File: config.mk
export PLATFORM = sky130hd
export DESIGN_NAME = issueControl
export DESIGN_NICKNAME = d
export VERILOG_FILES = /design/src/design/rvIsaPkg.sv /design/src/design/pipePkg.sv /design/src/design/issueControl.sv
export SDC_FILE = /design/constraint.sdc
export NUM_CORES = 1
export LEC_CHECK = 0
export ABC_AREA = 0
export BUFFER_PORTS_ARGS = -buffer_cell sky130_fd_sc_hd__buf_2
export CORE_AREA = 2 2 189 191
export DETAILED_ROUTE_END_ITERATION = 7
export DIE_AREA = 0 0 191 193
export HOLD_SLACK_MARGIN = 0.02
export PLACE_DENSITY = 0.44
export SYNTH_ARGS = -nofsm -noshare
export SYNTH_HDL_FRONTEND = slang
export SYNTH_SLANG_ARGS = --single-unit
File: constraint.sdc
create_clock -name clock -period 3.7 [get_ports clock]
set_input_delay 0.555 -clock clock [delete_from_list [all_inputs] [get_ports clock]]
set_output_delay 0.555 -clock clock [all_outputs]
set_load 0.02 [all_outputs]
File: src/design/rvIsaPkg.sv
package rvIsaPkg;

    localparam int xlen = 32;

    typedef logic [4:0]      regAddrT;
    typedef logic [xlen-1:0] wordT;

    // major opcodes of the kept subset, bits [6:0]
    typedef enum logic [6:0] {
        opOp    = 7'b0110011,  // register-register ALU
        opOpImm = 7'b0010011,  // register-immediate ALU
        opLui   = 7'b0110111,
        opHalt  = 7'b0001011   // custom-0 space
    } opcodeT;

    // ------------------------------------------------------------------------
    // funct3 encodings for OP and OP-IMM
    // ------------------------------------------------------------------------
    localparam logic [2:0] f3AddSub = 3'b000;
    localparam logic [2:0] f3Sll    = 3'b001;
    localparam logic [2:0] f3Slt    = 3'b010;
    localparam logic [2:0] f3Sltu   = 3'b011;
    localparam logic [2:0] f3Xor    = 3'b100;
    localparam logic [2:0] f3SrlSra = 3'b101;
    localparam logic [2:0] f3Or     = 3'b110;
    localparam logic [2:0] f3And    = 3'b111;

    // funct7 value selecting sub and sra
    localparam logic [6:0] f7Alt = 7'b0100000;

    // addi x0,x0,0
    localparam wordT nopWord = 32'h0000_0013;

endpackage

File: src/design/pipePkg.sv
package pipePkg;

    typedef enum logic [3:0] {
        aluAdd  = 4'd0,
        aluSub  = 4'd1,
        aluSll  = 4'd2,
        aluSlt  = 4'd3,
        aluSltu = 4'd4,
        aluXor  = 4'd5,
        aluSrl  = 4'd6,
        aluSra  = 4'd7,
        aluOr   = 4'd8,
        aluAnd  = 4'd9
    } aluOpT;

    // operand source, in falling priority after fromReg
    typedef enum logic [2:0] {
        fromReg = 3'd0,
        fromXmA = 3'd1,
        fromXmB = 3'd2,
        fromMwA = 3'd3,
        fromMwB = 3'd4
    } fwdSelT;

    // one decoded slot; all zero is a bubble
    typedef struct packed {
        aluOpT             aluOp;
        logic              useImm;
        logic              writeEn;  // only set with rd != x0
        logic              isLui;
        logic              isHalt;
        rvIsaPkg::regAddrT rd;
        rvIsaPkg::regAddrT rs1;      // x0 when unused
        rvIsaPkg::regAddrT rs2;      // x0 when unused
        rvIsaPkg::wordT    imm;
    } slotCtrlT;

    // one slot in execute/memory or memory/writeback
    typedef struct packed {
        logic              writeEn;
        logic              isHalt;
        rvIsaPkg::regAddrT rd;
        rvIsaPkg::wordT    result;
    } slotExT;

    typedef struct packed {
        logic              valid;
        rvIsaPkg::regAddrT rd;
        rvIsaPkg::wordT    data;
    } retireT;

    typedef struct packed {
        rvIsaPkg::wordT slotA;  // lower address
        rvIsaPkg::wordT slotB;
    } packetT;

endpackage

File: src/design/issueControl.sv
module issueControl (
    input  logic                    clock,
    input  logic                    reset,
    input  pipePkg::slotCtrlT       ctrlA,
    input  pipePkg::slotCtrlT       ctrlB,
    input  rvIsaPkg::wordT [3:0]    readData,  // A rs1, A rs2, B rs1, B rs2
    output logic                    split,
    output pipePkg::slotCtrlT       dxA,
    output pipePkg::slotCtrlT       dxB,
    output rvIsaPkg::wordT [1:0]    dxDataA,
    output rvIsaPkg::wordT [1:0]    dxDataB
);

    logic readsA;
    logic overwritesA;

    // ------------------------------------------------------------------------
    // intra-packet hazard
    // ------------------------------------------------------------------------
    // unused rs fields are x0 and writeEn implies rd != x0
    assign readsA      = (ctrlA.rd == ctrlB.rs1) || (ctrlA.rd == ctrlB.rs2);
    assign overwritesA = ctrlB.writeEn && (ctrlA.rd == ctrlB.rd);
    assign split       = ctrlA.writeEn && (readsA || overwritesA);

    // ------------------------------------------------------------------------
    // decode/execute register
    // ------------------------------------------------------------------------
    always_ff @(posedge clock or posedge reset) begin
        if (reset) begin
            dxA <= '0;
            dxB <= '0;
        end else begin
            dxA <= ctrlA;
            dxB <= split ? pipePkg::slotCtrlT'('0) : ctrlB;  // B issues next cycle
        end
    end

    always_ff @(posedge clock) begin
        dxDataA <= readData[1:0];
        dxDataB <= readData[3:2];
    end

endmodule

# Word-level counts from Yosys, hierarchy flattened
# Cells that the tools add are included.
[classes]
n_eq_ne = 3
n_mux = 1
reduce_logical = 4
[op_table]
columns = ["operator", "count"]
rows = [
  ["$mux W55", 1],
  ["$eq A5 B5 Y1", 3],
  ["$logic_and A1 B1 Y1", 2],
  ["$logic_or A1 B1 Y1", 2],
]
[word_totals]
regBits = 238
input_bits = 240
out_inout_bits = 239
word_cells = 30

# Logic depth before layout (Yosys ltp)
[depth]
ltp_word = 5
ltp_mapped = 6
ltp_nobuf = 4

# Worst setup path before layout
# No wires, ideal clock.
[synth_path]
path_type = "input port to output port"
start = "input port ctrlB[46] (netlist name)"
end = "output port split"
t_arrival_ns = 1.334
t_required_ns = 3.145
slack_ns = 1.811
stages = 5
path_buffers = 1
cell_sequence = "xnor2_1 -> nand4_1 -> o22ai_1 -> buf_6 -> or2_2"
[synth_between]
elab_chain_len = 4
[synth_rtl]
columns = ["item", "line_no", "source"]
rows = [
  ["start: declaration", "issueControl.sv:5", "input pipePkg::slotCtrlT ctrlB,"],
  ["$eq A5 B5 Y1", "issueControl.sv:22", "assign overwritesA = ctrlB.writeEn && (ctrlA.rd == ctrlB.rd);"],
  ["$logic_and A1 B1 Y1", "issueControl.sv:22", ""],
  ["$logic_or A1 B1 Y1", "issueControl.sv:23", "assign split = ctrlA.writeEn && (readsA || overwritesA);"],
  ["$logic_and A1 B1 Y1", "issueControl.sv:23", ""],
  ["end: declaration", "issueControl.sv:7", "output logic split,"],
]
# Every way passes these cells.

# Worst setup path in the final report
[layout_path]
start = "input port ctrlA[45] (netlist name)"
end = "output port split"
[layout_between]
elab_chain_len = 4
word_cells_on_any_way = 7
cone_classes = "eq/ne (3); reduce/logical (4)"
[layout_rtl]
columns = ["item", "line_no", "source"]
rows = [
  ["start: declaration", "issueControl.sv:4", "input pipePkg::slotCtrlT ctrlA,"],
  ["$eq A5 B5 Y1 (on tied branches)", "issueControl.sv:21, issueControl.sv:22", ""],
  ["$logic_or A1 B1 Y1 or $logic_and A1 B1 Y1 (tied branches)", "issueControl.sv:21, issueControl.sv:22", ""],
  ["$logic_or A1 B1 Y1 (*)", "issueControl.sv:23", ""],
  ["$logic_and A1 B1 Y1 (*)", "issueControl.sv:23", ""],
]
# Mark *: on every way between the ends. The rest lies on a longest branch, timed or not.

==> results.json <==
{
  "antenna_left": 0,
  "area_growth_pct": 62.48,
  "max-slew-margin-rel_pct": 43.61,
  "wl_per_cell_um": 15.89,
  "powerDensity_nw_per_um2": 608.7,
  "status": "finished, final reports clean",
  "synthAdderAreaFrac_pct": 0,
  "cts_buffers": 26,
  "setup.worst_path.start": "ctrlA[45]",
  "routed_via_density": 3.402,
  "clock_path_buffers": 3,
  "grt_pass1_vias": 4554,
  "layout_commonest_cell": "buf_2",
  "synthTopCellsByArea": "dfrtp_1 (44%), dfxtp_1 (41%), nor3b_2 (7.9%), xnor2_1 (2.1%), nor3b_1 (1.8%)",
  "drc": 0,
  "yosys.area_share.simple_pct": 10.60,
  "initial_utilization_pct": 17.76,
  "hold_violations": 0,
  "synth_seq_area_share_pct": 85.61,
  "max_cap_viol_count": 0,
  "crit_path_max_fanout": 4,
  "arrival_ps": 1570,
  "crit_type": "input port to primary output",
  "grt_pass1_wl_mm": 28.78,
  "ys_ff_latch": 238,
  "synth_top_family_by_area": "simple AND/OR/NAND/NOR gates",
  "finalCritPeriodShare_pct": 57.36,
  "globalRouteTotalUtil_pct": 10.65,
  "die_y_um": 193,
  "synth_compound_area_share_pct": 0.1814,
  "synth_top_area_share_pct": 44.34,
  "post-route-min-period_ps": 2122,
  "antenna_found_initial": 4,
  "synth.area.mux_share_pct": 0,
  "drtIter0Drc": 76,
  "die_w_um": 191,
  "grt_max_degree": 62,
  "final_cell_mix": "buf_2 (478), dfxtp_1 (128), dfrtp_1 (110)",
  "synth.avg_cell_area_um2": 18.76,
  "core_um2": 34960,
  "worst_slew_pin_slew_ps": 845.8,
  "timing.fmax_mhz": 471.2,
  "tns_ps": 0,
  "wirelength_mm": 20.83,
  "io_buffer_count": 478,
  "yosys_warnings": 0,
  "grt_setup_unrepaired": "false",
  "dp_slack_ps": 1379,
  "endpoint_kind": "primary output",
  "clkTransAtPathRegs_ps": 60,
  "mappedNetlistNets": 571,
  "synth_cells": 331,
  "cts_hold_buffers": 0,
  "syn_area_um2": 6208,
  "h-tree-depth": 1,
  "drv_slew": 0,
  "postCtsSetupBuffers": 0,
  "hp-class": "input port to asynchronous set/reset pin",
  "required_ps": 3140,
  "startpoint_type": "input port",
  "gp_congestion": 0.8173,
  "cts_root_buf": "clkbuf_16",
  "synth_cell_type_count": 17,
  "io_pins": 479,
  "drive_gt1_share_pct": 66.55,
  "cts_tree": "built",
  "layout.nets": 1069,
  "drt-pass1-iter-count": 4,
  "synth-xor-area-share_pct": 2.116,
  "ctsResizeCount": 0,
  "synth_top_cell_by_area": "dfrtp_1",
  "vias": 4460,
  "p_leak_nw": 5.046,
  "dp_hpwl_mm": 16.29,
  "dieArea_um2": 36860,
  "crit_end": "split",
  "peakVddDrop_mv": 0.3527,
  "grt-ovfl-total": 0,
  "finalSetupViolations": 0,
  "clock-sinks": 238,
  "num_rows": 69,
  "finalWorstSetupSlack_ps": 1578
}
Yosys cell counts (all sizes together):
library cell,instances
dfxtp,128
dfrtp,110
nor3b,54
xnor2,15
buf,11
nand3,4
nand4,2
nor2,2
inv,1
nand2,1
o21ai,1
o22ai,1
or2,1
flip-flops by register name, summed over array words and instances, names as in the netlist:
| signal | count |
|---|---|
| dxDataB | 64 |
| dxB | 55 |
| dxDataA | 64 |
| dxA | 55 |
kinds of logic after synthesis:
group / count (synthesis)
flops: 238
xor+xnor: 15
simple gates: 64
buf+inv: 12
compound gates: 2
through the flow:
stage,instance area (um^2),hold WS (ps),utilization (%),instances,total power [mW]
global route,10080,73.62,28.84,1310,6.397
global placement,9140,657.2,26.14,1262,3.422
detailed placement,9140,658.6,26.14,1262,3.423
CTS,10080,63.41,28.84,1310,6.256
finish,10090,91.50,28.85,1311,6.140
floorplan,6208,582.7,-,331,3.098
power by group:
part	switching [mW]	internal (mW)	total (mW)
Combinational	0.362	0.231	0.592
Sequential	0.0375	2.73	2.77
Clock	1.05	1.73	2.78
Total	1.45	4.69	6.14
critical path: stages:
cell	delay [ps]
buf_2	140
xnor2_1	200
nand4_1	170
o22ai_4	200
or2_2	140
buf_2	160
routing by layer:
metal  vias up  share of wire [%]  GRT usage, %
met5         -               0.16             0
li1       2072                  -             -
met2       244                 48         17.49
met1      2102                 39         12.50
met4         6                2.3         3.876
met3        36                 10         4.380
worst min path at each step:
stage / startpoint / endpoint / slack (ps)
final: reset / dxA[51] / 90
after global routing: readData[70] / dxDataB[6] / 70
after CTS: readData[82] / dxDataB[18] / 60
after detailed placement: readData[5] / dxDataA[5] / 660
after global placement: readData[72] / dxDataB[8] / 660
after floorplan: readData[0] / dxDataA[0] / 580
layout make-up:
class	instances	area, um^2
Sequential cell	238	5315
Multi-Input combinational cell	81	814.5
Timing Repair Buffer	481	2427
Clock buffer	39	770.7
Antenna cell	1	2.502
Tap cell	461	576.8
Clock inverter	9	173.9
Fill cell	3683	24880
Inverter	1	6.256
Power figures use the tool's default switching activity.
