### config.mk
export PLATFORM = sky130hd
export DESIGN_NAME = decodeSlot
export DESIGN_NICKNAME = d
export VERILOG_FILES = /design/src/design/rvIsaPkg.sv /design/src/design/pipePkg.sv /design/src/design/decodeSlot.sv
export SDC_FILE = /design/constraint.sdc
export NUM_CORES = 1
export LEC_CHECK = 0
export ABC_CLOCK_PERIOD_IN_PS = 2100
export BUFFER_PORTS_ARGS = -buffer_cell sky130_fd_sc_hd__buf_2
export CORE_MARGIN = 1.5
export CORE_UTILIZATION = 33
export DETAILED_ROUTE_END_ITERATION = 8
export PLACE_DENSITY_LB_ADDON = 0.05
export SLEW_MARGIN = 10
export SYNTH_ARGS = -nofsm -noshare
export SYNTH_HDL_FRONTEND = slang
export SYNTH_SLANG_ARGS = --single-unit
export TNS_END_PERCENT = 20
### constraint.sdc
create_clock -name vclk -period 2.1
set_clock_uncertainty 0.05 [all_clocks]
set_input_delay 0.21 -clock vclk [all_inputs]
set_output_delay 0.21 -clock vclk [all_outputs]
set_load 0.005 [all_outputs]
### src/design/rvIsaPkg.sv
package rvIsaPkg;

    localparam int xlen = 32;

    typedef logic [4:0]      regAddrT;
    typedef logic [xlen-1:0] wordT;

    // major opcodes of the kept subset, bits [6:0]
    typedef enum logic [6:0] {
        opOp    = 7'b0110011,  // register-register ALU
        opOpImm = 7'b0010011,  // register-immediate ALU
        opLui   = 7'b0110111,
        opHalt  = 7'b0001011   // custom-0 space
    } opcodeT;

    // ------------------------------------------------------------------------
    // funct3 encodings for OP and OP-IMM
    // ------------------------------------------------------------------------
    localparam logic [2:0] f3AddSub = 3'b000;
    localparam logic [2:0] f3Sll    = 3'b001;
    localparam logic [2:0] f3Slt    = 3'b010;
    localparam logic [2:0] f3Sltu   = 3'b011;
    localparam logic [2:0] f3Xor    = 3'b100;
    localparam logic [2:0] f3SrlSra = 3'b101;
    localparam logic [2:0] f3Or     = 3'b110;
    localparam logic [2:0] f3And    = 3'b111;

    // funct7 value selecting sub and sra
    localparam logic [6:0] f7Alt = 7'b0100000;

    // addi x0,x0,0
    localparam wordT nopWord = 32'h0000_0013;

endpackage

### src/design/pipePkg.sv
package pipePkg;

    typedef enum logic [3:0] {
        aluAdd  = 4'd0,
        aluSub  = 4'd1,
        aluSll  = 4'd2,
        aluSlt  = 4'd3,
        aluSltu = 4'd4,
        aluXor  = 4'd5,
        aluSrl  = 4'd6,
        aluSra  = 4'd7,
        aluOr   = 4'd8,
        aluAnd  = 4'd9
    } aluOpT;

    // operand source, in falling priority after fromReg
    typedef enum logic [2:0] {
        fromReg = 3'd0,
        fromXmA = 3'd1,
        fromXmB = 3'd2,
        fromMwA = 3'd3,
        fromMwB = 3'd4
    } fwdSelT;

    // one decoded slot; all zero is a bubble
    typedef struct packed {
        aluOpT             aluOp;
        logic              useImm;
        logic              writeEn;  // only set with rd != x0
        logic              isLui;
        logic              isHalt;
        rvIsaPkg::regAddrT rd;
        rvIsaPkg::regAddrT rs1;      // x0 when unused
        rvIsaPkg::regAddrT rs2;      // x0 when unused
        rvIsaPkg::wordT    imm;
    } slotCtrlT;

    // one slot in execute/memory or memory/writeback
    typedef struct packed {
        logic              writeEn;
        logic              isHalt;
        rvIsaPkg::regAddrT rd;
        rvIsaPkg::wordT    result;
    } slotExT;

    typedef struct packed {
        logic              valid;
        rvIsaPkg::regAddrT rd;
        rvIsaPkg::wordT    data;
    } retireT;

    typedef struct packed {
        rvIsaPkg::wordT slotA;  // lower address
        rvIsaPkg::wordT slotB;
    } packetT;

endpackage

### src/design/decodeSlot.sv
module decodeSlot (
    input  rvIsaPkg::wordT     instr,
    output pipePkg::slotCtrlT  slotCtrl
);

    rvIsaPkg::opcodeT  opcode;
    logic [2:0]        funct3;
    logic [6:0]        funct7;
    rvIsaPkg::regAddrT rd;
    rvIsaPkg::wordT    immI;
    rvIsaPkg::wordT    immU;
    logic              isRegOp;
    logic              altFunct;
    logic              writes;
    pipePkg::aluOpT    aluOp;

    // ------------------------------------------------------------------------
    // fields and immediates
    // ------------------------------------------------------------------------
    assign opcode   = rvIsaPkg::opcodeT'(instr[6:0]);
    assign rd       = instr[11:7];
    assign funct3   = instr[14:12];
    assign funct7   = instr[31:25];
    assign immI     = {{20{instr[31]}}, instr[31:20]};
    assign immU     = {instr[31:12], 12'b0};
    assign isRegOp  = (opcode == rvIsaPkg::opOp);
    assign altFunct = (funct7 == rvIsaPkg::f7Alt);

    always_comb begin
        case (funct3)
            rvIsaPkg::f3AddSub: aluOp = (isRegOp && altFunct) ? pipePkg::aluSub : pipePkg::aluAdd;
            rvIsaPkg::f3Sll:    aluOp = pipePkg::aluSll;
            rvIsaPkg::f3Slt:    aluOp = pipePkg::aluSlt;
            rvIsaPkg::f3Sltu:   aluOp = pipePkg::aluSltu;
            rvIsaPkg::f3Xor:    aluOp = pipePkg::aluXor;
            rvIsaPkg::f3SrlSra: aluOp = altFunct ? pipePkg::aluSra : pipePkg::aluSrl;
            rvIsaPkg::f3Or:     aluOp = pipePkg::aluOr;
            default:            aluOp = pipePkg::aluAnd;
        endcase
    end

    // ------------------------------------------------------------------------
    // control
    // ------------------------------------------------------------------------
    always_comb begin
        slotCtrl       = '0;
        writes         = 1'b0;
        slotCtrl.rd    = rd;
        slotCtrl.aluOp = aluOp;
        case (opcode)
            rvIsaPkg::opOp: begin
                writes       = 1'b1;
                slotCtrl.rs1 = instr[19:15];
                slotCtrl.rs2 = instr[24:20];
            end
            rvIsaPkg::opOpImm: begin
                writes          = 1'b1;
                slotCtrl.useImm = 1'b1;
                slotCtrl.rs1    = instr[19:15];
                slotCtrl.imm    = immI;  // shamt sits in the low five bits
            end
            rvIsaPkg::opLui: begin
                writes         = 1'b1;
                slotCtrl.isLui = 1'b1;
                slotCtrl.imm   = immU;
            end
            rvIsaPkg::opHalt: begin
                slotCtrl.isHalt = 1'b1;
            end
            default: begin
                writes = 1'b0;  // anything else retires as a nop
            end
        endcase
        // x0 writes dropped here, nothing downstream checks rd
        slotCtrl.writeEn = writes && (rd != '0);
    end

endmodule

==> Word level (Yosys, flattened, before mapping) <==
Index checks and enable logic that the tools add are counted.
{ "word_totals": {"ff_bits": 0, "inputBits": 32, "word_cells": 27} }
{ "op_classes": {"n_eq_ne": 11, "muxes": 10, "n_reduce_logical": 6} }
{ "ops": {"columns": ["operator", "count"], "rows": [
  ["$pmux 32 s2", 1],
  ["$pmux 4 s7", 1],
  ["$eq 7x6->1 const B", 3],
  ["$mux 5", 2],
  ["$eq 3x3->1 const B", 3],
  ["$eq 7x4->1 const B", 1],
  ["$eq 7x5->1 const B", 1],
  ["$eq 3x2->1 const B", 2],
  ["$mux 1", 6],
  ["$reduce_bool 5->1", 1],
  ["$eq 3x1->1 const B", 1],
  ["$logic_not 3->1", 1],
  ["$reduce_or 3->1", 1],
  ["$logic_and 1x1->1", 2],
  ["$reduce_or 2->1", 1]
]} }

==> Depth between registers and ports, before layout <==
{ "depth": {"word_depth": 4, "ltp_mapped": 5, "mapped_depth_nobuf": 4} }

==> Least setup slack after synthesis <==
No wires, ideal clock.
{ "synth_path": {"path_type": "input port to output port", "start": "in instr[28]", "end": "out slotCtrl[51] (netlist name)", "t_arrival_ps": 1257, "t_required_ps": 1840, "path_slack_ps": 583, "path_stages": 4, "path_buffers": 0, "cell_sequence": "or4b_1 > nor4_2 > o21ai_1 > a211oi_1"} }
{ "synth_rtl": {"columns": ["item", "line_no", "source"], "rows": [
  ["start, declared", "decodeSlot.sv:2", "input rvIsaPkg::wordT instr,"],
  ["end, declared", "decodeSlot.sv:3", "output pipePkg::slotCtrlT slotCtrl"]
]} }

==> results.md <==
* Outcome: finished, final reports clean
* Leakage at 0.753 nW
* Switching share of power at 47.5%
* Mapped Avg Cell Area at 6.08 µm²
* Worst Max-Slew Pin Slew at 403 ps
* Initial antenna violation count at 0
* DR pass1 iterations at 4
* CP max-delay cell: or4b_1
* Setup bufs post-CTS at 0
* Synth cell types at 23
* Chip height at 43.9 µm
* Diodes inserted at 0
* Area Overhead vs Synth at 79.2%
* Critical Path AT at 1470 ps
* CP Class: input pin to output port
* Fin. Hold Viols at 0
* Cell Area, Synth at 553 µm²
* Total negative slack at 0 ps
* Sequential share of the synthesized area at 0%
* First-pass GRT wire length at 2.79 mm
* Crit-path cells: buf_2, or4b_1, nor4_2, o21ai_1, a211oi_1, buf_2
* Fin crit period at 1730 ps
* CP startpoint kind: input pin
* Setup violations, final at 0
* Fin. max-slew vios at 0
* Cts repair resizes at 0
* Synth area leader: and2_1
* Register area at 0 µm²
* Core area at 1540 µm²
* Hold crit path type: input pin to output port
* Post-Place Setup Slack at 348 ps
* DPL Wire Length at 1.67 mm
* Internal at 0.0455 mW
* RSZ-0062 raised after global routing: no
* Commonest cells after routing, fill and taps aside: buf_2, nand2_1, and2_1
* CP max FO at 3
* Clk network pwr share at 0%
* Cell Rows at 14
* IO Pins at 87
* GRT Residual Overflow at 0
* Layout cell share with drive strength beyond 1 at 57.2%
* Reg power frac at 0%
* Max capacitance violation total at 0
* Nets at 207
* Placer Congestion at 0.630
* # DRC at 0
* DR iter-0 viols at 2
* Full die area at 1930 µm²
* Slew HR at 73.0%
* Syn. warnings at 0
* FMAX at 577 MHz
* Number of antenna-violating nets in the routed design at 0
* Initial core utilization at 35.9%
* WP data required at 1840 ps
* PortBufs at 87
* Largest net degree at the start of global routing at 17
* Psw at 0.0412 mW
* Clock buf count at 0
* Commonest non-fill, non-tap cell in the layout: buf_2
* Die width at 43.9 µm
* Syn Nets at 123
* PnR worst setup slack at 366 ps
* GRT Total Usage at 17.9%
* Pwr dens at 87.5 nW/µm²
* WL final at 1.96 mm
* Endpoint class of the critical path: output port
* DR vias at 894
* Dominant cells by area after synthesis: and2_1, nand2_1, a21o_1
* Crit-path max cell delay at 520 ps
* Via density at 4.73
* Period utilization at 82.6%
* Most frequent cell on the critical path: buf_2
* Drt wl/cell at 10.3 µm
* Top cell type's share of synthesized area at 24.9%
* Gate Count Post-Synth at 91
* Vias in the first global route at 673
* Part of the power in combinational logic at 100.0%
* Final sequential cell count at 0
* VDD IR max at 0.0584 mV
* Post-CTS Hold Buffers at 0
==> layer usage <==
layer  wire, µm  vias to the layer above  part of all wire [%]  global-route usage, %
li1           -                      462                     -                      -
met4          0                        0                     0                      0
met1        777                      389                    40                   21.7
met2       1030                       43                    53                   35.9
met5          0                        -                     0                      0
met3        143                        0                   7.3                  0.833
==> final timing paths <==
| path | from | endpoint | slack (ps) | cells past startpoint |
|---|---|---|---|---|
| worst max-delay path | instr[28] | slotCtrl[51] | 370 | 6 |
| worst min-delay path | instr[9] | slotCtrl[44] | 550 | 2 |
==> power groups by stage <==
stage                     logic (mW)  registers, mW  clock network [mW]
after floorplan               0.0336              0                   0
after global placement        0.0852              0                   0
after detailed placement      0.0874              0                   0
after CTS                     0.0876              0                   0
after global routing          0.0961              0                   0
final                         0.0867              0                   0
==> worst max-delay path, delay by kind of cell <==
| family | cells | cell delay, ps |
|---|---|---|
| AND/OR/NAND/NOR | 2 | 700 |
| AO/OA/AOI/OAI | 2 | 300 |
| buffers and inverters | 2 | 260 |
==> cells by family after synthesis <==
| family | Yosys count | share of synthesized area [%] |
|---|---|---|
| muxes | 1 | 1.81 |
| xor gates and xnor gates | 1 | 1.58 |
| buffers and inverters | 11 | 11.5 |
| and+or+nand+nor | 67 | 70.8 |
| AOI/OAI and AO/OA | 11 | 14.3 |
==> synth_stat cells <==
master	instances
a211oi_1	2
a21o_1	6
and2_1	22
and2_2	1
and3b_1	1
buf_2	3
buf_4	5
clkbuf_1	2
inv_1	1
mux2i_1	1
nand2_1	29
nand2b_1	4
nand3b_4	1
nor3_1	2
nor3_2	1
nor4_1	1
nor4_2	2
nor4b_2	1
o21ai_1	2
o22a_1	1
or4_1	1
or4b_1	1
xnor2_1	1
==> metrics by stage <==
step	cell area, µm²	power, mW	std cells	util, %	hold WS [ps]
floorplan	553	0.0336	91	-	405
detailed placement	991	0.0874	189	64.3	548
finish	991	0.0867	189	64.3	546
CTS	991	0.0876	189	64.3	549
global placement	991	0.0852	189	64.3	547
global route	991	0.0961	189	64.3	555
==> layout make-up <==
| cell class | count | area, µm² |
|---|---|---|
| multi-input combinational | 80 | 494 |
| timing repair buffer | 92 | 473 |
| inverter | 1 | 3.75 |
| tap | 16 | 20.0 |
| fill | 164 | 551 |
No activity file was read; power rests on OpenSTA's default activity.
