<file path="src/design/rvIsaPkg.sv">
package rvIsaPkg;

    localparam int xlen = 32;

    typedef logic [4:0]      regAddrT;
    typedef logic [xlen-1:0] wordT;

    // major opcodes of the kept subset, bits [6:0]
    typedef enum logic [6:0] {
        opOp    = 7'b0110011,  // register-register ALU
        opOpImm = 7'b0010011,  // register-immediate ALU
        opLui   = 7'b0110111,
        opHalt  = 7'b0001011   // custom-0 space
    } opcodeT;

    // ------------------------------------------------------------------------
    // funct3 encodings for OP and OP-IMM
    // ------------------------------------------------------------------------
    localparam logic [2:0] f3AddSub = 3'b000;
    localparam logic [2:0] f3Sll    = 3'b001;
    localparam logic [2:0] f3Slt    = 3'b010;
    localparam logic [2:0] f3Sltu   = 3'b011;
    localparam logic [2:0] f3Xor    = 3'b100;
    localparam logic [2:0] f3SrlSra = 3'b101;
    localparam logic [2:0] f3Or     = 3'b110;
    localparam logic [2:0] f3And    = 3'b111;

    // funct7 value selecting sub and sra
    localparam logic [6:0] f7Alt = 7'b0100000;

    // addi x0,x0,0
    localparam wordT nopWord = 32'h0000_0013;

endpackage

</file>
<file path="src/design/pipePkg.sv">
package pipePkg;

    typedef enum logic [3:0] {
        aluAdd  = 4'd0,
        aluSub  = 4'd1,
        aluSll  = 4'd2,
        aluSlt  = 4'd3,
        aluSltu = 4'd4,
        aluXor  = 4'd5,
        aluSrl  = 4'd6,
        aluSra  = 4'd7,
        aluOr   = 4'd8,
        aluAnd  = 4'd9
    } aluOpT;

    // operand source, in falling priority after fromReg
    typedef enum logic [2:0] {
        fromReg = 3'd0,
        fromXmA = 3'd1,
        fromXmB = 3'd2,
        fromMwA = 3'd3,
        fromMwB = 3'd4
    } fwdSelT;

    // one decoded slot; all zero is a bubble
    typedef struct packed {
        aluOpT             aluOp;
        logic              useImm;
        logic              writeEn;  // only set with rd != x0
        logic              isLui;
        logic              isHalt;
        rvIsaPkg::regAddrT rd;
        rvIsaPkg::regAddrT rs1;      // x0 when unused
        rvIsaPkg::regAddrT rs2;      // x0 when unused
        rvIsaPkg::wordT    imm;
    } slotCtrlT;

    // one slot in execute/memory or memory/writeback
    typedef struct packed {
        logic              writeEn;
        logic              isHalt;
        rvIsaPkg::regAddrT rd;
        rvIsaPkg::wordT    result;
    } slotExT;

    typedef struct packed {
        logic              valid;
        rvIsaPkg::regAddrT rd;
        rvIsaPkg::wordT    data;
    } retireT;

    typedef struct packed {
        rvIsaPkg::wordT slotA;  // lower address
        rvIsaPkg::wordT slotB;
    } packetT;

endpackage

</file>
<file path="src/design/retireStage.sv">
module retireStage #(
    parameter int counterWidth = 32
) (
    input  logic                     clock,
    input  logic                     reset,
    input  pipePkg::slotCtrlT        dxA,
    input  pipePkg::slotCtrlT        dxB,
    input  rvIsaPkg::wordT           resultA,
    input  rvIsaPkg::wordT           resultB,
    output pipePkg::slotExT          xmA,
    output pipePkg::slotExT          xmB,
    output pipePkg::slotExT          mwA,
    output pipePkg::slotExT          mwB,
    output pipePkg::retireT          retireA,
    output pipePkg::retireT          retireB,
    output logic                     halted,
    output logic [counterWidth-1:0]  counterOut
);

    logic [counterWidth-1:0] cycleCount;
    logic                    haltSeen;

    // ------------------------------------------------------------------------
    // execute/memory and memory/writeback
    // ------------------------------------------------------------------------
    always_ff @(posedge clock or posedge reset) begin
        if (reset) begin
            xmA <= '0;
            xmB <= '0;
            mwA <= '0;
            mwB <= '0;
        end else begin
            xmA <= '{writeEn: dxA.writeEn, isHalt: dxA.isHalt, rd: dxA.rd, result: resultA};
            xmB <= '{writeEn: dxB.writeEn, isHalt: dxB.isHalt, rd: dxB.rd, result: resultB};
            mwA <= xmA;  // no memory access left, plain stage
            mwB <= xmB;
        end
    end

    assign retireA = '{valid: mwA.writeEn, rd: mwA.rd, data: mwA.result};
    assign retireB = '{valid: mwB.writeEn, rd: mwB.rd, data: mwB.result};

    // ------------------------------------------------------------------------
    // halt and cycle counter
    // ------------------------------------------------------------------------
    assign haltSeen = mwA.isHalt || mwB.isHalt;

    always_ff @(posedge clock or posedge reset) begin
        if (reset) begin
            cycleCount <= '0;
            halted     <= 1'b0;
            counterOut <= '0;
        end else begin
            cycleCount <= cycleCount + counterWidth'(1);
            if (haltSeen && !halted) begin
                halted     <= 1'b1;
                counterOut <= cycleCount + counterWidth'(1);  // counts this edge too
            end
        end
    end

endmodule

</file>
<file path="config.mk">
export PLATFORM = sky130hd
export DESIGN_NAME = retireStage
export DESIGN_NICKNAME = d
export VERILOG_FILES = /design/src/design/rvIsaPkg.sv /design/src/design/pipePkg.sv /design/src/design/retireStage.sv
export SDC_FILE = /design/constraint.sdc
export NUM_CORES = 1
export LEC_CHECK = 0
export ABC_AREA = 1
export CORE_AREA = 2 2 172 174
export CTS_BUF_LIST = sky130_fd_sc_hd__clkbuf_2
export CTS_CLUSTER_SIZE = 28
export DETAILED_ROUTE_END_ITERATION = 8
export DIE_AREA = 0 0 174 176
export DONT_BUFFER_PORTS = 1
export GPL_TIMING_DRIVEN = 0
export PLACE_DENSITY = 0.36
export RECOVER_POWER = 100
export SETUP_SLACK_MARGIN = 0.2
export SYNTH_ARGS = -nofsm -noshare
export SYNTH_HDL_FRONTEND = slang
export SYNTH_SLANG_ARGS = --single-unit
</file>
<file path="constraint.sdc">
create_clock -name clock -period 9 [get_ports clock]
set_input_delay 1.8 -clock clock [delete_from_list [all_inputs] [get_ports clock]]
set_output_delay 1.8 -clock clock [all_outputs]
set_load 0.02 [all_outputs]
</file>
# After elaboration in Yosys (flattened, before gate mapping)
# Cells that the tools add are included.
[classes]
add_sub_neg = 1
n_mul = 0
n_div = 0
order_cmp = 0
eq_ne = 0
n_shift = 0
n_mux = 0
bitwise = 0
reduce_logical = 3
[ops]
columns = ["cell", "count"]
rows = [
  ["32-bit by 1-bit adder with 32-bit output (second input constant)", 1],
  ["1-bit logical AND", 1],
  ["1-bit logical NOT", 1],
  ["1-bit logical OR", 1],
]
[totals]
register_bits = 221
latchBits = 0
ram_bits = 0
romBits = 0
input_bits = 176
out_inout_bits = 265
wordCells = 23
memories = 0

# Logic depth before layout (Yosys ltp)
[depth]
word_depth = 2
ltp_mapped = 10
mapped_depth_nobuf = 10

# Worst setup path before layout
# Ideal clock, no wire load.
[synth_timing]
path_kind = "flip-flop to output port"
startpoint = "reg mwA[0] (netlist name)"
endpoint = "out retireA[0] (netlist name)"
arrival_time_ps = 613
slack_ps = 6587
path_stages_with_launch = 2
n_path_buf = 1
cell_sequence = "dfrtp_1 > buf_4"
[synth_lines]
columns = ["item", "line_no", "source"]
rows = [
  ["start: declaration", "retireStage.sv:12", "output pipePkg::slotExT mwA,"],
  ["start signal: assignment", "retireStage.sv:35", "mwA <= xmA;"],
  ["end: declaration", "retireStage.sv:14", "output pipePkg::retireT retireA,"],
]
# No word-level cell between the ends.

# Worst setup path in the final report
[layout_timing]
startpoint = "reg mwA[13] (netlist name)"
endpoint = "out retireA[13] (netlist name)"
# No word-level cell between the ends.

==> load_flow_metrics.sql <==
INSERT INTO impl_metrics (metric_group, metric, value, unit) VALUES
('sta', 'slew_violations', '67', ''),
('global_route', 'grt_first_pass_wirelength', '32220', 'microns'),
('final_layout', 'ff_latch_area', '5530', 'sq um'),
('route', 'num_vias', '4351', ''),
('final_layout', 'nNetsFinal', '837', ''),
('clock_tree', 'cts_setup_buffers', '0', ''),
('floorplanning', 'initial_core_util', '26.70', '%'),
('power', 'comb_power_share', '3.6', '%'),
('global_route', 'grt_use_total', '14.51', '%'),
('synth', 'synthCells', '597', ''),
('placement', 'place.detailed.hpwl', '17000', 'microns'),
('setup_path', 'data_arrival_critical_path', '1.64', 'ns'),
('placement', 'io_buffer_count', '0', ''),
('sta', 'rsz_0062_raised_after_global_routing', 'false', ''),
('synth', 'post-synth-top-area-fraction', '72.54', '%'),
('sta', 'timing.fmax', '290.9', 'MHz'),
('run_status', 'violations', 'max-capacitance violations, max-slew violations', ''),
('synth', 'synth.lib_cells_used.distinct', '22', ''),
('synth', 'total_standard_cell_area_after_synthesis', '7624', 'sq um'),
('floorplanning', 'dieHeight', '176', 'microns'),
('clock_tree', 'clock_pin_transition_on_the_worst_setup_and_hold_timing_paths', '0.11', 'ns'),
('power', 'power.ir.vdd_worst', '0.06327', 'mV'),
('synth', 'postSynthNetCount', '774', ''),
('flow_run', 'drv.max_cap_violation_count', '1', ''),
('clock_tree', 'tritoncts.num_buffers', '59', ''),
('sta', 'tightest_slew', '2.945', 'ns'),
('route', 'drc', '0', ''),
('sta', 'finalSetupViolations', '0', ''),
('synth', 'synth-warning-count', '0', ''),
('route', 'antenna_left', '0', ''),
('floorplanning', 'rows', '62', ''),
('final_layout', 'drive_above_1_share', '16.90', '%'),
('power', 'clockPowerShare', '38.8', '%'),
('setup_path', 'slowest_delay', '0.53', 'ns'),
('sta', 'finalHoldWorstSlack', '0.4774', 'ns'),
('clock_tree', 'cts_resized', '0', ''),
('placement', 'placement.cell_area', '8167', 'sq um'),
('route', 'wl_met1', '7813', 'microns'),
('sta', 'clock-skew-final', '0.1151', 'ns'),
('final_layout', 'final_design_area_no_fill', '8327', 'sq um'),
('floorplanning', 'top_level_ports', '441', ''),
('clock_tree', 'clkSinkCount', '221', ''),
('global_route', 'grt_pass1_vias', '4720', ''),
('run_status', 'status', 'finished with violations', ''),
('final_layout', 'num-fill-cells', '3057', ''),
('final_layout', 'postLayoutCoreUtil', '29.17', '%'),
('clock_tree', 'cts_root_buf', 'clkbuf_2', ''),
('route', 'initialDrtViolationCount', '188', ''),
('setup_path', 'critical_path_peak_fanout', '2', ''),
('clock_tree', 'clk-insertion-delay-late', '0.88', 'ns'),
('power', 'seq_power_share', '57.6', '%'),
('power', 'power.leakage', '3.909', 'nW'),
('synth', 'mean_cell_area_of_the_mapped_netlist', '12.77', 'sq um'),
('clock_tree', 'cts_hold_buffers', '0', ''),
('synth', 'synthTopCellsByArea', 'dfrtp_1, nand2_1, buf_4', ''),
('setup_path', 'critical_path.n_buffers_inverters', '1', ''),
('final_layout', 'multi_input_comb_area', '1261', 'sq um'),
('setup_path', 'crit_family', 'flip-flops', ''),
('power', 'power_report.internal_total', '0.001383', 'W'),
('placement', 'place.gp.congestion', '0.8489', ''),
('placement', 'cell_total_after_placement', '983', ''),
('sta', 'hold_viol_final', '0', ''),
('global_route', 'overflow', '0', ''),
('route', 'met2_length', '9501', 'microns'),
('floorplanning', 'die_area', '30620', 'sq um'),
('sta', 'fin_crit_sh', '38.20', '%'),
('setup_path', 'slowest_stage', 'dfrtp_1', ''),
('global_route', 'grt_antenna_before_repair', '7', ''),
('floorplanning', 'floorplan.core_area', '28550', 'sq um'),
('final_layout', 'area_growth_syn_to_layout', '9.224', '%'),
('route', 'finalWirelength', '22490', 'microns');
cell usage after synthesis, drive strengths merged:
master,instances
ha,1
nand3,12
dfrtp,221
nand3b,6
inv,24
and2,3
o21ai,2
nor2,44
clkbuf,3
buf,79
nand2,187
xor2,11
xnor2,4
state kept, by name, indices dropped and copies added (netlist names):
signal	flops
mwA	39
xmA	39
counterOut	32
xmB	39
cycleCount	32
halted	1
mwB	39
final cells by class:
type / count / share of cell area (%)
antenna: 5 / 0.1503
buffer: 82 / 3.711
clock buffer: 81 / 4.869
clock inverter: 24 / 2.179
inverter: 24 / 1.097
multi-input combinational: 270 / 15.15
sequential: 221 / 66.42
tap: 384 / 5.770
timing repair buffer: 2 / 0.6612
cells by family after synthesis:
family	count (synthesis)	share of synthesized area (%)
xor+xnor	15	2.511
buf+inv	106	9.010
simple gates	252	15.64
compound gates	2	0.1312
fa+ha+maj	1	0.1641
flops	221	72.54
per-layer routing:
metal / track usage, % / up-vias
met5: 0 / -
met4: 4.972 / 0
met3: 11.67 / 40
met2: 20.68 / 303
met1: 16.23 / 2085
li1: - / 1923
worst paths after layout:
path | from | end | slack, ns | cells past startpoint
setup reg to reg | cycleCount[2] | counterOut[29] | 6.73 | 9
min in group asynchronous | reset | xmA[22] | 1.66 | 1
setup / recovery | mwA[13] | retireA[13] | 5.56 | 1
hold / removal | cycleCount[0] | cycleCount[0] | 0.48 | 1
hold reg to reg | cycleCount[0] | cycleCount[0] | 0.48 | 1
max in group asynchronous | reset | cycleCount[28] | 5.63 | 3
per-stage QoR:
stage                     TNS [ns]  setup slack (ns)
after floorplan                  0             1.151
after global placement     -248.32            -1.147
after detailed placement         0             6.051
after CTS                        0             5.443
after global routing             0             5.211
final                            0             5.562
power groups by stage:
stage	clock [W]	sequential (W)	combinational, W
final	0.000766	0.00114	0.0000704
after global routing	0.000864	0.00115	0.0000788
after CTS	0.000815	0.00114	0.0000879
after detailed placement	0	0.00116	0.0000879
after global placement	0	0.00116	0.0000845
after floorplan	0	0.00113	0.0000724
(Power assumes the default switching activity.)
