**src/design/rvIsaPkg.sv**
```systemverilog
package rvIsaPkg;

    localparam int xlen = 32;

    typedef logic [4:0]      regAddrT;
    typedef logic [xlen-1:0] wordT;

    // major opcodes of the kept subset, bits [6:0]
    typedef enum logic [6:0] {
        opOp    = 7'b0110011,  // register-register ALU
        opOpImm = 7'b0010011,  // register-immediate ALU
        opLui   = 7'b0110111,
        opHalt  = 7'b0001011   // custom-0 space
    } opcodeT;

    // ------------------------------------------------------------------------
    // funct3 encodings for OP and OP-IMM
    // ------------------------------------------------------------------------
    localparam logic [2:0] f3AddSub = 3'b000;
    localparam logic [2:0] f3Sll    = 3'b001;
    localparam logic [2:0] f3Slt    = 3'b010;
    localparam logic [2:0] f3Sltu   = 3'b011;
    localparam logic [2:0] f3Xor    = 3'b100;
    localparam logic [2:0] f3SrlSra = 3'b101;
    localparam logic [2:0] f3Or     = 3'b110;
    localparam logic [2:0] f3And    = 3'b111;

    // funct7 value selecting sub and sra
    localparam logic [6:0] f7Alt = 7'b0100000;

    // addi x0,x0,0
    localparam wordT nopWord = 32'h0000_0013;

endpackage

```
**src/design/pipePkg.sv**
```systemverilog
package pipePkg;

    typedef enum logic [3:0] {
        aluAdd  = 4'd0,
        aluSub  = 4'd1,
        aluSll  = 4'd2,
        aluSlt  = 4'd3,
        aluSltu = 4'd4,
        aluXor  = 4'd5,
        aluSrl  = 4'd6,
        aluSra  = 4'd7,
        aluOr   = 4'd8,
        aluAnd  = 4'd9
    } aluOpT;

    // operand source, in falling priority after fromReg
    typedef enum logic [2:0] {
        fromReg = 3'd0,
        fromXmA = 3'd1,
        fromXmB = 3'd2,
        fromMwA = 3'd3,
        fromMwB = 3'd4
    } fwdSelT;

    // one decoded slot; all zero is a bubble
    typedef struct packed {
        aluOpT             aluOp;
        logic              useImm;
        logic              writeEn;  // only set with rd != x0
        logic              isLui;
        logic              isHalt;
        rvIsaPkg::regAddrT rd;
        rvIsaPkg::regAddrT rs1;      // x0 when unused
        rvIsaPkg::regAddrT rs2;      // x0 when unused
        rvIsaPkg::wordT    imm;
    } slotCtrlT;

    // one slot in execute/memory or memory/writeback
    typedef struct packed {
        logic              writeEn;
        logic              isHalt;
        rvIsaPkg::regAddrT rd;
        rvIsaPkg::wordT    result;
    } slotExT;

    typedef struct packed {
        logic              valid;
        rvIsaPkg::regAddrT rd;
        rvIsaPkg::wordT    data;
    } retireT;

    typedef struct packed {
        rvIsaPkg::wordT slotA;  // lower address
        rvIsaPkg::wordT slotB;
    } packetT;

endpackage

```
**src/design/bypassAlu.sv**
```systemverilog
module bypassAlu (
    input  pipePkg::slotCtrlT     dx,
    input  rvIsaPkg::wordT [1:0]  regData,  // rs1 then rs2
    input  pipePkg::slotExT       xmA,
    input  pipePkg::slotExT       xmB,
    input  pipePkg::slotExT       mwA,
    input  pipePkg::slotExT       mwB,
    output rvIsaPkg::wordT        result
);

    rvIsaPkg::regAddrT rsIdx   [2];
    pipePkg::fwdSelT   fwdSel  [2];
    rvIsaPkg::wordT    operand [2];
    rvIsaPkg::wordT    opA;
    rvIsaPkg::wordT    opB;

    assign rsIdx[0] = dx.rs1;
    assign rsIdx[1] = dx.rs2;

    // ------------------------------------------------------------------------
    // forwarding, youngest producer first
    // ------------------------------------------------------------------------
    always_comb begin
        for (int i = 0; i < 2; i++) begin
            if (xmA.writeEn && (xmA.rd == rsIdx[i]))      fwdSel[i] = pipePkg::fromXmA;
            else if (xmB.writeEn && (xmB.rd == rsIdx[i])) fwdSel[i] = pipePkg::fromXmB;
            else if (mwA.writeEn && (mwA.rd == rsIdx[i])) fwdSel[i] = pipePkg::fromMwA;
            else if (mwB.writeEn && (mwB.rd == rsIdx[i])) fwdSel[i] = pipePkg::fromMwB;
            else                                          fwdSel[i] = pipePkg::fromReg;

            case (fwdSel[i])
                pipePkg::fromXmA: operand[i] = xmA.result;
                pipePkg::fromXmB: operand[i] = xmB.result;
                pipePkg::fromMwA: operand[i] = mwA.result;
                pipePkg::fromMwB: operand[i] = mwB.result;
                default:          operand[i] = regData[i];
            endcase
        end
    end

    assign opA = operand[0];
    assign opB = dx.useImm ? dx.imm : operand[1];

    // ------------------------------------------------------------------------
    // ALU
    // ------------------------------------------------------------------------
    always_comb begin
        if (dx.isLui) begin
            result = dx.imm;
        end else begin
            case (dx.aluOp)
                pipePkg::aluSub:  result = opA - opB;
                pipePkg::aluSll:  result = opA << opB[4:0];
                pipePkg::aluSlt:  result = rvIsaPkg::wordT'($signed(opA) < $signed(opB));
                pipePkg::aluSltu: result = rvIsaPkg::wordT'(opA < opB);
                pipePkg::aluXor:  result = opA ^ opB;
                pipePkg::aluSrl:  result = opA >> opB[4:0];
                pipePkg::aluSra:  result = rvIsaPkg::wordT'($signed(opA) >>> opB[4:0]);
                pipePkg::aluOr:   result = opA | opB;
                pipePkg::aluAnd:  result = opA & opB;
                default:          result = opA + opB;
            endcase
        end
    end

endmodule

```
**config.mk**
```make
export PLATFORM = sky130hd
export DESIGN_NAME = bypassAlu
export DESIGN_NICKNAME = d
export VERILOG_FILES = /design/src/design/rvIsaPkg.sv /design/src/design/pipePkg.sv /design/src/design/bypassAlu.sv
export SDC_FILE = /design/constraint.sdc
export NUM_CORES = 1
export LEC_CHECK = 0
export BUFFER_PORTS_ARGS = -buffer_cell sky130_fd_sc_hd__buf_4
export CORE_MARGIN = 3
export CORE_UTILIZATION = 30
export DETAILED_ROUTE_END_ITERATION = 10
export GPL_TIMING_DRIVEN = 0
export PLACE_DENSITY_LB_ADDON = 0.3
export SETUP_SLACK_MARGIN = 0.02
export SYNTH_ARGS = -nofsm -noshare
export SYNTH_HDL_FRONTEND = slang
export SYNTH_SLANG_ARGS = --single-unit
```
**constraint.sdc**
```tcl
create_clock -name vclk -period 7.4
set_input_delay 0.37 -clock vclk [all_inputs]
set_output_delay 0.37 -clock vclk [all_outputs]
set_load 0.1 [all_outputs]
```
# Yosys cells after proc, flatten, opt, wreduce, memory -nomap -nowiden
# Index checks and enable logic that the tools add are counted.
[totals] ram_bits=0 mem_bits_ro=0 memories=0 latchBits=0 word_cells=56 inputBits=275 regBits=0
[op_classes] n_reduce_logical=8 multipliers=0 n_div=0 addsub=2 eq_ne=25 shifts=3 n_bitwise=3 muxes=13 magnitude_cmp=2
[op_table] op="32-bit one-hot mux with 9 select lines" n=1
[op_table] op="32-bit one-hot mux with 4 select lines" n=2
[op_table] op="32-bit less-than comparator" n=2
[op_table] op="32-bit 2-to-1 mux" n=2
[op_table] op="5-bit == test" n=8
[op_table] op="32-bit adder" n=1
[op_table] op="32-bit AND" n=1
[op_table] op="32-bit bitwise OR" n=1
[op_table] op="32-bit by 5-bit left shift with 32-bit output" n=1
[op_table] op="32-bit by 5-bit right shift with 32-bit output" n=1
[op_table] op="32-bit by 5-bit >>> shifter with 32-bit output" n=1
[op_table] op="32-bit subtractor" n=1
[op_table] op="32-bit bitwise XOR" n=1
[op_table] op="3-bit 2-to-1 mux" n=8
[op_table] op="4-bit by 3-bit == test with 1-bit output (second input constant)" n=4
[op_table] op="3-bit by 2-bit == test with 1-bit output (second input constant)" n=4
[op_table] op="4-bit by 2-bit == test with 1-bit output (second input constant)" n=2
[op_table] op="4-bit == test (second input constant)" n=2
[op_table] op="1-bit logical AND" n=8
[op_table] op="3-bit by 1-bit == test with 1-bit output (second input constant)" n=2
[op_table] op="3-bit == test (second input constant)" n=2
[op_table] op="4-bit by 1-bit == test with 1-bit output (second input constant)" n=1

# Longest topological paths before layout
# Gate-level depths: netlist (run 1).
[depth] word_depth=12 depth_mapped=25 ltp_nobuf=21

# Least setup slack after synthesis (run 1)
# No wires, ideal clock.
[synth_path] path_type="input to output" startpoint="input port dx[34] (netlist name)" endpoint="output port result[29]" cell_stages=22 required_time_ns=7.030 t_arrival_ns=6.914 slack_ns=0.116 cell_sequence="clkbuf_1 -> xnor2_1 -> nand4_1 -> o22ai_1 -> a211oi_1 -> o41ai_4 -> buf_2 -> buf_2 -> buf_2 -> ha_1 -> nor2b_1 -> o31ai_1 -> a211o_1 -> a31o_2 -> o21ai_0 -> a211oi_1 -> o211ai_1 -> a21oi_1 -> nor2_1 -> or4_1 -> and2_0 -> a41oi_1"
[synth_between] elab_chain_cells=12
[synth_lines] item="from (decl)" line="bypassAlu.sv:2" source="input pipePkg::slotCtrlT dx,"
[synth_lines] item="5-bit == test" line="bypassAlu.sv:28" source="else if (mwB.writeEn && (mwB.rd == rsIdx[i])) fwdSel[i] = pipePkg::fromMwB;"
[synth_lines] item="1-bit logical AND" line="bypassAlu.sv:28"
[synth_lines] item="3-bit 2-to-1 mux" line="bypassAlu.sv:28"
[synth_lines] item="3-bit 2-to-1 mux" line="bypassAlu.sv:27" source="else if (mwA.writeEn && (mwA.rd == rsIdx[i])) fwdSel[i] = pipePkg::fromMwA;"
[synth_lines] item="3-bit 2-to-1 mux" line="bypassAlu.sv:26" source="else if (xmB.writeEn && (xmB.rd == rsIdx[i])) fwdSel[i] = pipePkg::fromXmB;"
[synth_lines] item="3-bit 2-to-1 mux (*)" line="bypassAlu.sv:25" source="if (xmA.writeEn && (xmA.rd == rsIdx[i])) fwdSel[i] = pipePkg::fromXmA;"
[synth_lines] item="3-bit == test (tied with other cells)" line="bypassAlu.sv:31" source="case (fwdSel[i])"
[synth_lines] item="32-bit one-hot mux with 4 select lines (*)" line="bypassAlu.sv:31"
[synth_lines] item="32-bit 2-to-1 mux (*)" line="bypassAlu.sv:42" source="assign opB = dx.useImm ? dx.imm : operand[1];"
[synth_lines] item="32-bit adder (tied with other cells)" line="bypassAlu.sv:61" source="default: result = opA + opB;"
[synth_lines] item="32-bit one-hot mux with 9 select lines (*)" line="bypassAlu.sv:51" source="case (dx.aluOp)"
[synth_lines] item="32-bit 2-to-1 mux (*)" line="bypassAlu.sv:48" source="if (dx.isLui) begin"
[synth_lines] item="to (decl)" line="bypassAlu.sv:8" source="output rvIsaPkg::wordT result"
# Every way passes the cells marked *; elsewhere a longest branch is shown, timed or not.

# Final worst setup path (run 1)
[layout_path] startpoint="input port dx[36] (netlist name)" endpoint="output port result[27]"
# The elaborated chain is that of the path after synthesis.

==> results of run 1 <==
==> through the flow <==
stage	area, sq um	TNS (ns)	setup WS, ns
2_1_floorplan	12100	0	0.116
3_3_place_gp	15000	-26.30	-1.81
3_5_place_dp	15000	-12.63	-1.24
4_1_cts	15200	0	0.0336
5_1_grt	15200	-0.0824	-0.0824
6_report	15200	0	0.125
==> kinds of logic (layout without fill, tap and decap cells) <==
family	Yosys count	in the layout
XOR/XNOR	56	56
AND/OR/NAND/NOR	602	602
other	0	2
adder cells (fa/ha/maj)	99	99
multiplexers	191	191
buffers and inverters	253	546
AO/OA/AOI/OAI	654	654
==> Yosys cell counts (9+ instances only) <==
master / n / share of area
o21ai_0: 88 / 0.036
o221ai_1: 20 / 0.014
o22ai_4: 9 / 0.015
nand3_1: 50 / 0.021
xnor2_1: 42 / 0.030
o21bai_1: 13 / 0.0080
a2111oi_0: 15 / 0.011
xor2_1: 14 / 0.010
mux2i_1: 149 / 0.12
ha_1: 97 / 0.10
buf_2: 28 / 0.012
a21o_1: 11 / 0.0068
clkbuf_1: 92 / 0.028
a221oi_1: 37 / 0.027
a32oi_1: 15 / 0.011
nor2_1: 264 / 0.082
o21ai_1: 18 / 0.0074
inv_1: 106 / 0.033
nor3_1: 32 / 0.013
nor4_1: 11 / 0.0057
a22oi_1: 16 / 0.0099
nand2_1: 148 / 0.046
a21oi_1: 129 / 0.053
and2_1: 18 / 0.0093
o22ai_2: 14 / 0.014
o211ai_1: 51 / 0.032
a211oi_1: 24 / 0.015
or3_1: 13 / 0.0067
nand2b_1: 21 / 0.011
o22ai_1: 45 / 0.023
mux2_2: 42 / 0.039
a31oi_1: 41 / 0.021
==> metal layers <==
metal	up-vias	global-route usage	routed length, um
met5	-	0	0
met4	0	0.194	6030
met3	333	0.0695	9240
met2	1446	0.564	35800
met1	8618	0.479	33500
li1	7515	-	-
==> final timing paths <==
kind | endpoint | slack [ns]
hold / removal | result[26] | 1.18
setup / recovery | result[27] | 0.13
==> repair_timing <==
action / CTS / global route
resized for setup: 37 / 20
pin swaps: 6 / 3
buffers inserted: 6 / 0
setup endpoints to repair: 21 / 8
==> cells in the final DEF, fill, tap and decap left out, types with 15 or more instances in the layout <==
cell type,synthesis,layout
a21oi_1,129,129
nor2_1,264,262
a211oi_1,24,22
o211ai_1,51,51
inv_1,106,106
o22ai_1,45,42
nand2b_1,21,21
mux2_2,42,42
clkbuf_1,92,73
mux2i_1,149,149
a31oi_1,41,40
xnor2_1,42,42
a22oi_1,16,16
nand2_1,148,147
o21ai_0,88,84
o22ai_2,14,16
o221ai_1,20,18
nand3_1,50,48
a221oi_1,37,37
nor3_1,32,30
and2_1,18,18
a32oi_1,15,15
buf_2,28,28
o21ai_1,18,21
buf_4,3,298
ha_1,97,97
==> cell type report <==
type	instances	area, sq um
antenna	2	5.00
fill	4330	24700
inverter	116	439
multi-input combinational	1602	11300
buffer	130	622
tap	525	657
timing repair buffer	300	2260
==> reports/qor.yml, run 1 <==
final_layout:
  layout.nets: 2524
  area_delta_synth_final_pct: 25.4
  area.sequential_sq_um: 0
  clockBufferCount: 0
  final_util: 0.382
  seq_cells: 0
  drive_gt1_frac: 0.220
  fin_cells: 2675
logic_synthesis:
  synth_fp_nets: 2229
  synth_xor_xnor_area_share: 0.0404
  yosysSeqAreaShare: 0
  synth_compound_area_frac: 0.388
  netlist_area_sq_um: 12100
  synthAdderAreaFrac: 0.103
  muxShareOfSynthArea: 0.162
  synth_top_family_by_area: "compound AO/OA/AOI/OAI gates"
  yosys_warnings: 0
  syn-instance-count: 1855
  yosys.area_share.simple: 0.220
  avgSynthCellArea_sq_um: 6.55
  synth_cell_types: 89
global_route:
  antenna_found_initial: 2
  grt_max_degree: 21
  grt_usage: 0.364
  grt_pass1_wl_um: 118000
  overflow: 0
  grt_pass1_vias: 16600
detailed_routing:
  vias: 17900
  viasPerCell: 6.70
  drt-total-wl_um: 84600
  first_pass_iters: 7
  drt_iter0_markers: 2749
  ant_nets: 0
  wl_per_cell_um: 31.6
  post-route-drc-count: 0
place:
  numPortBuffers: 289
  place.gp.congestion: 1.10
  hpwl_um: 69800
  dp_cells: 2673
critical_path:
  crit_start: "dx[36]"
  endpoint_kind: "primary output"
  cpLargestDelayFamily: "compound AO/OA/AOI/OAI gates"
  crit_path_start_kind: "primary input"
  worst-path-stages: 25
  cpPeakStageDelay_ns: 0.46
  path_max_fanout: 11
  worst_ep_required_time_ns: 7.03
  critPathSlowestCell: "o211ai_1"
  arrival_ns: 6.90
  critPathBufInv: 7
  critPathKind: "in2out"
sta:
  slew_headroom: 0.118
  hold-worst-slack_ns: 1.18
  period_share: 0.983
  setup_viol: 0
  fmaxAchievable_mhz: 137
  hold_viol: 0
  slew_viol_final: 0
  fin_crit_ns: 7.27
  rsz0062_at_grt: "true"
  worst_pin_slew_ns: 1.32
min_path:
  min_path_type: "in2out"
  hp-start: "dx[26]"
  hold_depth: 4
floorplanning:
  num_rows: 73
  die_area_sq_um: 42900
  core_sq_um: 39900
  initial_core_util: 0.304
  die-height_um: 207
  die_w_um: 207
  pin_count: 307
run_status:
  status: "completed"
clock_tree:
  hold_buffers: 0
job:
  cap_violations: 0
==> run 2: changes to the inputs <==
Settings changed: CELL_PAD_IN_SITES_DETAIL_PLACEMENT set to 1, CELL_PAD_IN_SITES_GLOBAL_PLACEMENT set to 2.
==> run 2 against run 1 <==
  * Critical path depth unchanged
  * Via count decreased by 1.7%
  * Worst setup slack improved by 0.10 ns
  * Global-route usage increased by 3.4 points
  * Clock-buffer cell count unchanged
  * Design area increased by 1.1%
  * Critical path type unchanged
  * Largest cell class unchanged
  * Highest routed layer is now met5
==> reports/qor.yml, run 2 (synthesis gave the netlist of run 1 again) <==
job:
  cap_violations: 0
detailed_routing:
  first_pass_iters: 6
  drt_iter0_markers: 2150
  drt-total-wl_um: 91600
  ant_nets: 0
  vias: 17600
  post-route-drc-count: 0
  viasPerCell: 6.54
  wl_per_cell_um: 34.0
global_route:
  grt_pass1_vias: 17400
  grt_max_degree: 21
  overflow: 0
  grt_pass1_wl_um: 128000
  grt_usage: 0.398
  antenna_found_initial: 10
sta:
  slew_headroom: 0.180
  period_share: 0.970
  rsz0062_at_grt: "false"
  slew_viol_final: 0
  fmaxAchievable_mhz: 139
  fin_crit_ns: 7.18
  worst_pin_slew_ns: 1.23
  setup_viol: 0
  hold_viol: 0
floorplanning:
  initial_core_util: 0.304
  num_rows: 73
  die-height_um: 207
  core_sq_um: 39900
  die_area_sq_um: 42900
  pin_count: 307
  die_w_um: 207
place:
  numPortBuffers: 289
  place.gp.congestion: 1.07
  postPlaceCellArea_sq_um: 15000
  dp_cells: 2669
  hpwl_um: 75800
critical_path:
  arrival_ns: 6.81
  path_max_fanout: 10
  crit_top_cell: "buf_4"
  critPathCapture: "result[23]"
  worst_ep_required_time_ns: 7.03
  crit_start: "dx[37]"
  critPathKind: "in2out"
  cpPeakStageDelay_ns: 0.76
  critPathSlowestCell: "o22ai_2"
  crit_path_start_kind: "primary input"
  endpoint_kind: "primary output"
run_status:
  status: "completed"
final_layout:
  seq_cells: 0
  area_delta_synth_final_pct: 26.9
  layout.nets: 2534
  drive_gt1_frac: 0.227
  layout_commonest_cell: "buf_4"
  area.sequential_sq_um: 0
  fillCellCount: 5130
  final_cell_mix: "308 x buf_4, 262 x nor2_1, 149 x mux2i_1, 146 x nand2_1, 128 x a21oi_1"
  design_area_sq_um: 15400
  clockBufferCount: 0
  fin_cells: 2691
clock_tree:
  hold_buffers: 0
min_path:
  hp-start: "dx[25]"
  min_path_type: "in2out"
run 2: area by class of cell:
cell class,count,area [sq um],share of cell area
tap,525,657,0.0426
inverter,116,438,0.0284
buffer,134,652,0.0423
timing repair buffer,306,2320,0.150
antenna,8,20.0,0.00130
multi-input combinational,1602,11300,0.735
run 2: worst min-delay path by stage:
stage | to | slack [ns] | cells past startpoint
global route | result[25] | 1.24 | 4
detailed placement | result[25] | 1.22 | 4
CTS | result[25] | 1.22 | 4
floorplan | result[23] | 1.18 | 1
global placement | result[5] | 1.20 | 4
finish | result[25] | 1.22 | 4
run 2: metrics by stage:
step	setup TNS, ns	hold WS (ns)	setup slack (ns)	util
6_report	0	1.22	0.225	0.386
5_1_grt	0	1.24	0.0194	0.386
4_1_cts	-0.00110	1.22	-0.00110	0.381
3_5_place_dp	-24.58	1.22	-1.54	0.375
3_3_place_gp	-25.14	1.20	-1.62	0.375
2_1_floorplan	0	1.18	0.116	-
run 2: metal layers:
layer,part of all wire,GRT usage,vias to the layer above
li1,-,-,7552
met4,0.066,0.197,4
met3,0.096,0.0662,224
met1,0.41,0.540,8745
met2,0.42,0.611,1085
met5,0.00034,0,-
run 2: critical path, delay by kind of cell:
| family | cells | cell delay (ns) |
|---|---|---|
| adders and majority gates | 1 | 0.37 |
| and+or+nand+nor | 3 | 0.72 |
| AOI/OAI and AO/OA | 13 | 3.88 |
| buffers and inverters | 8 | 1.42 |
run 2: what timing repair did:
action	in CTS	in global routing
setup endpoints to repair	26	13
buffers inserted	8	9
endpoints found under the hold margin	0	0
pin swaps	5	6
gates resized for setup	44	43
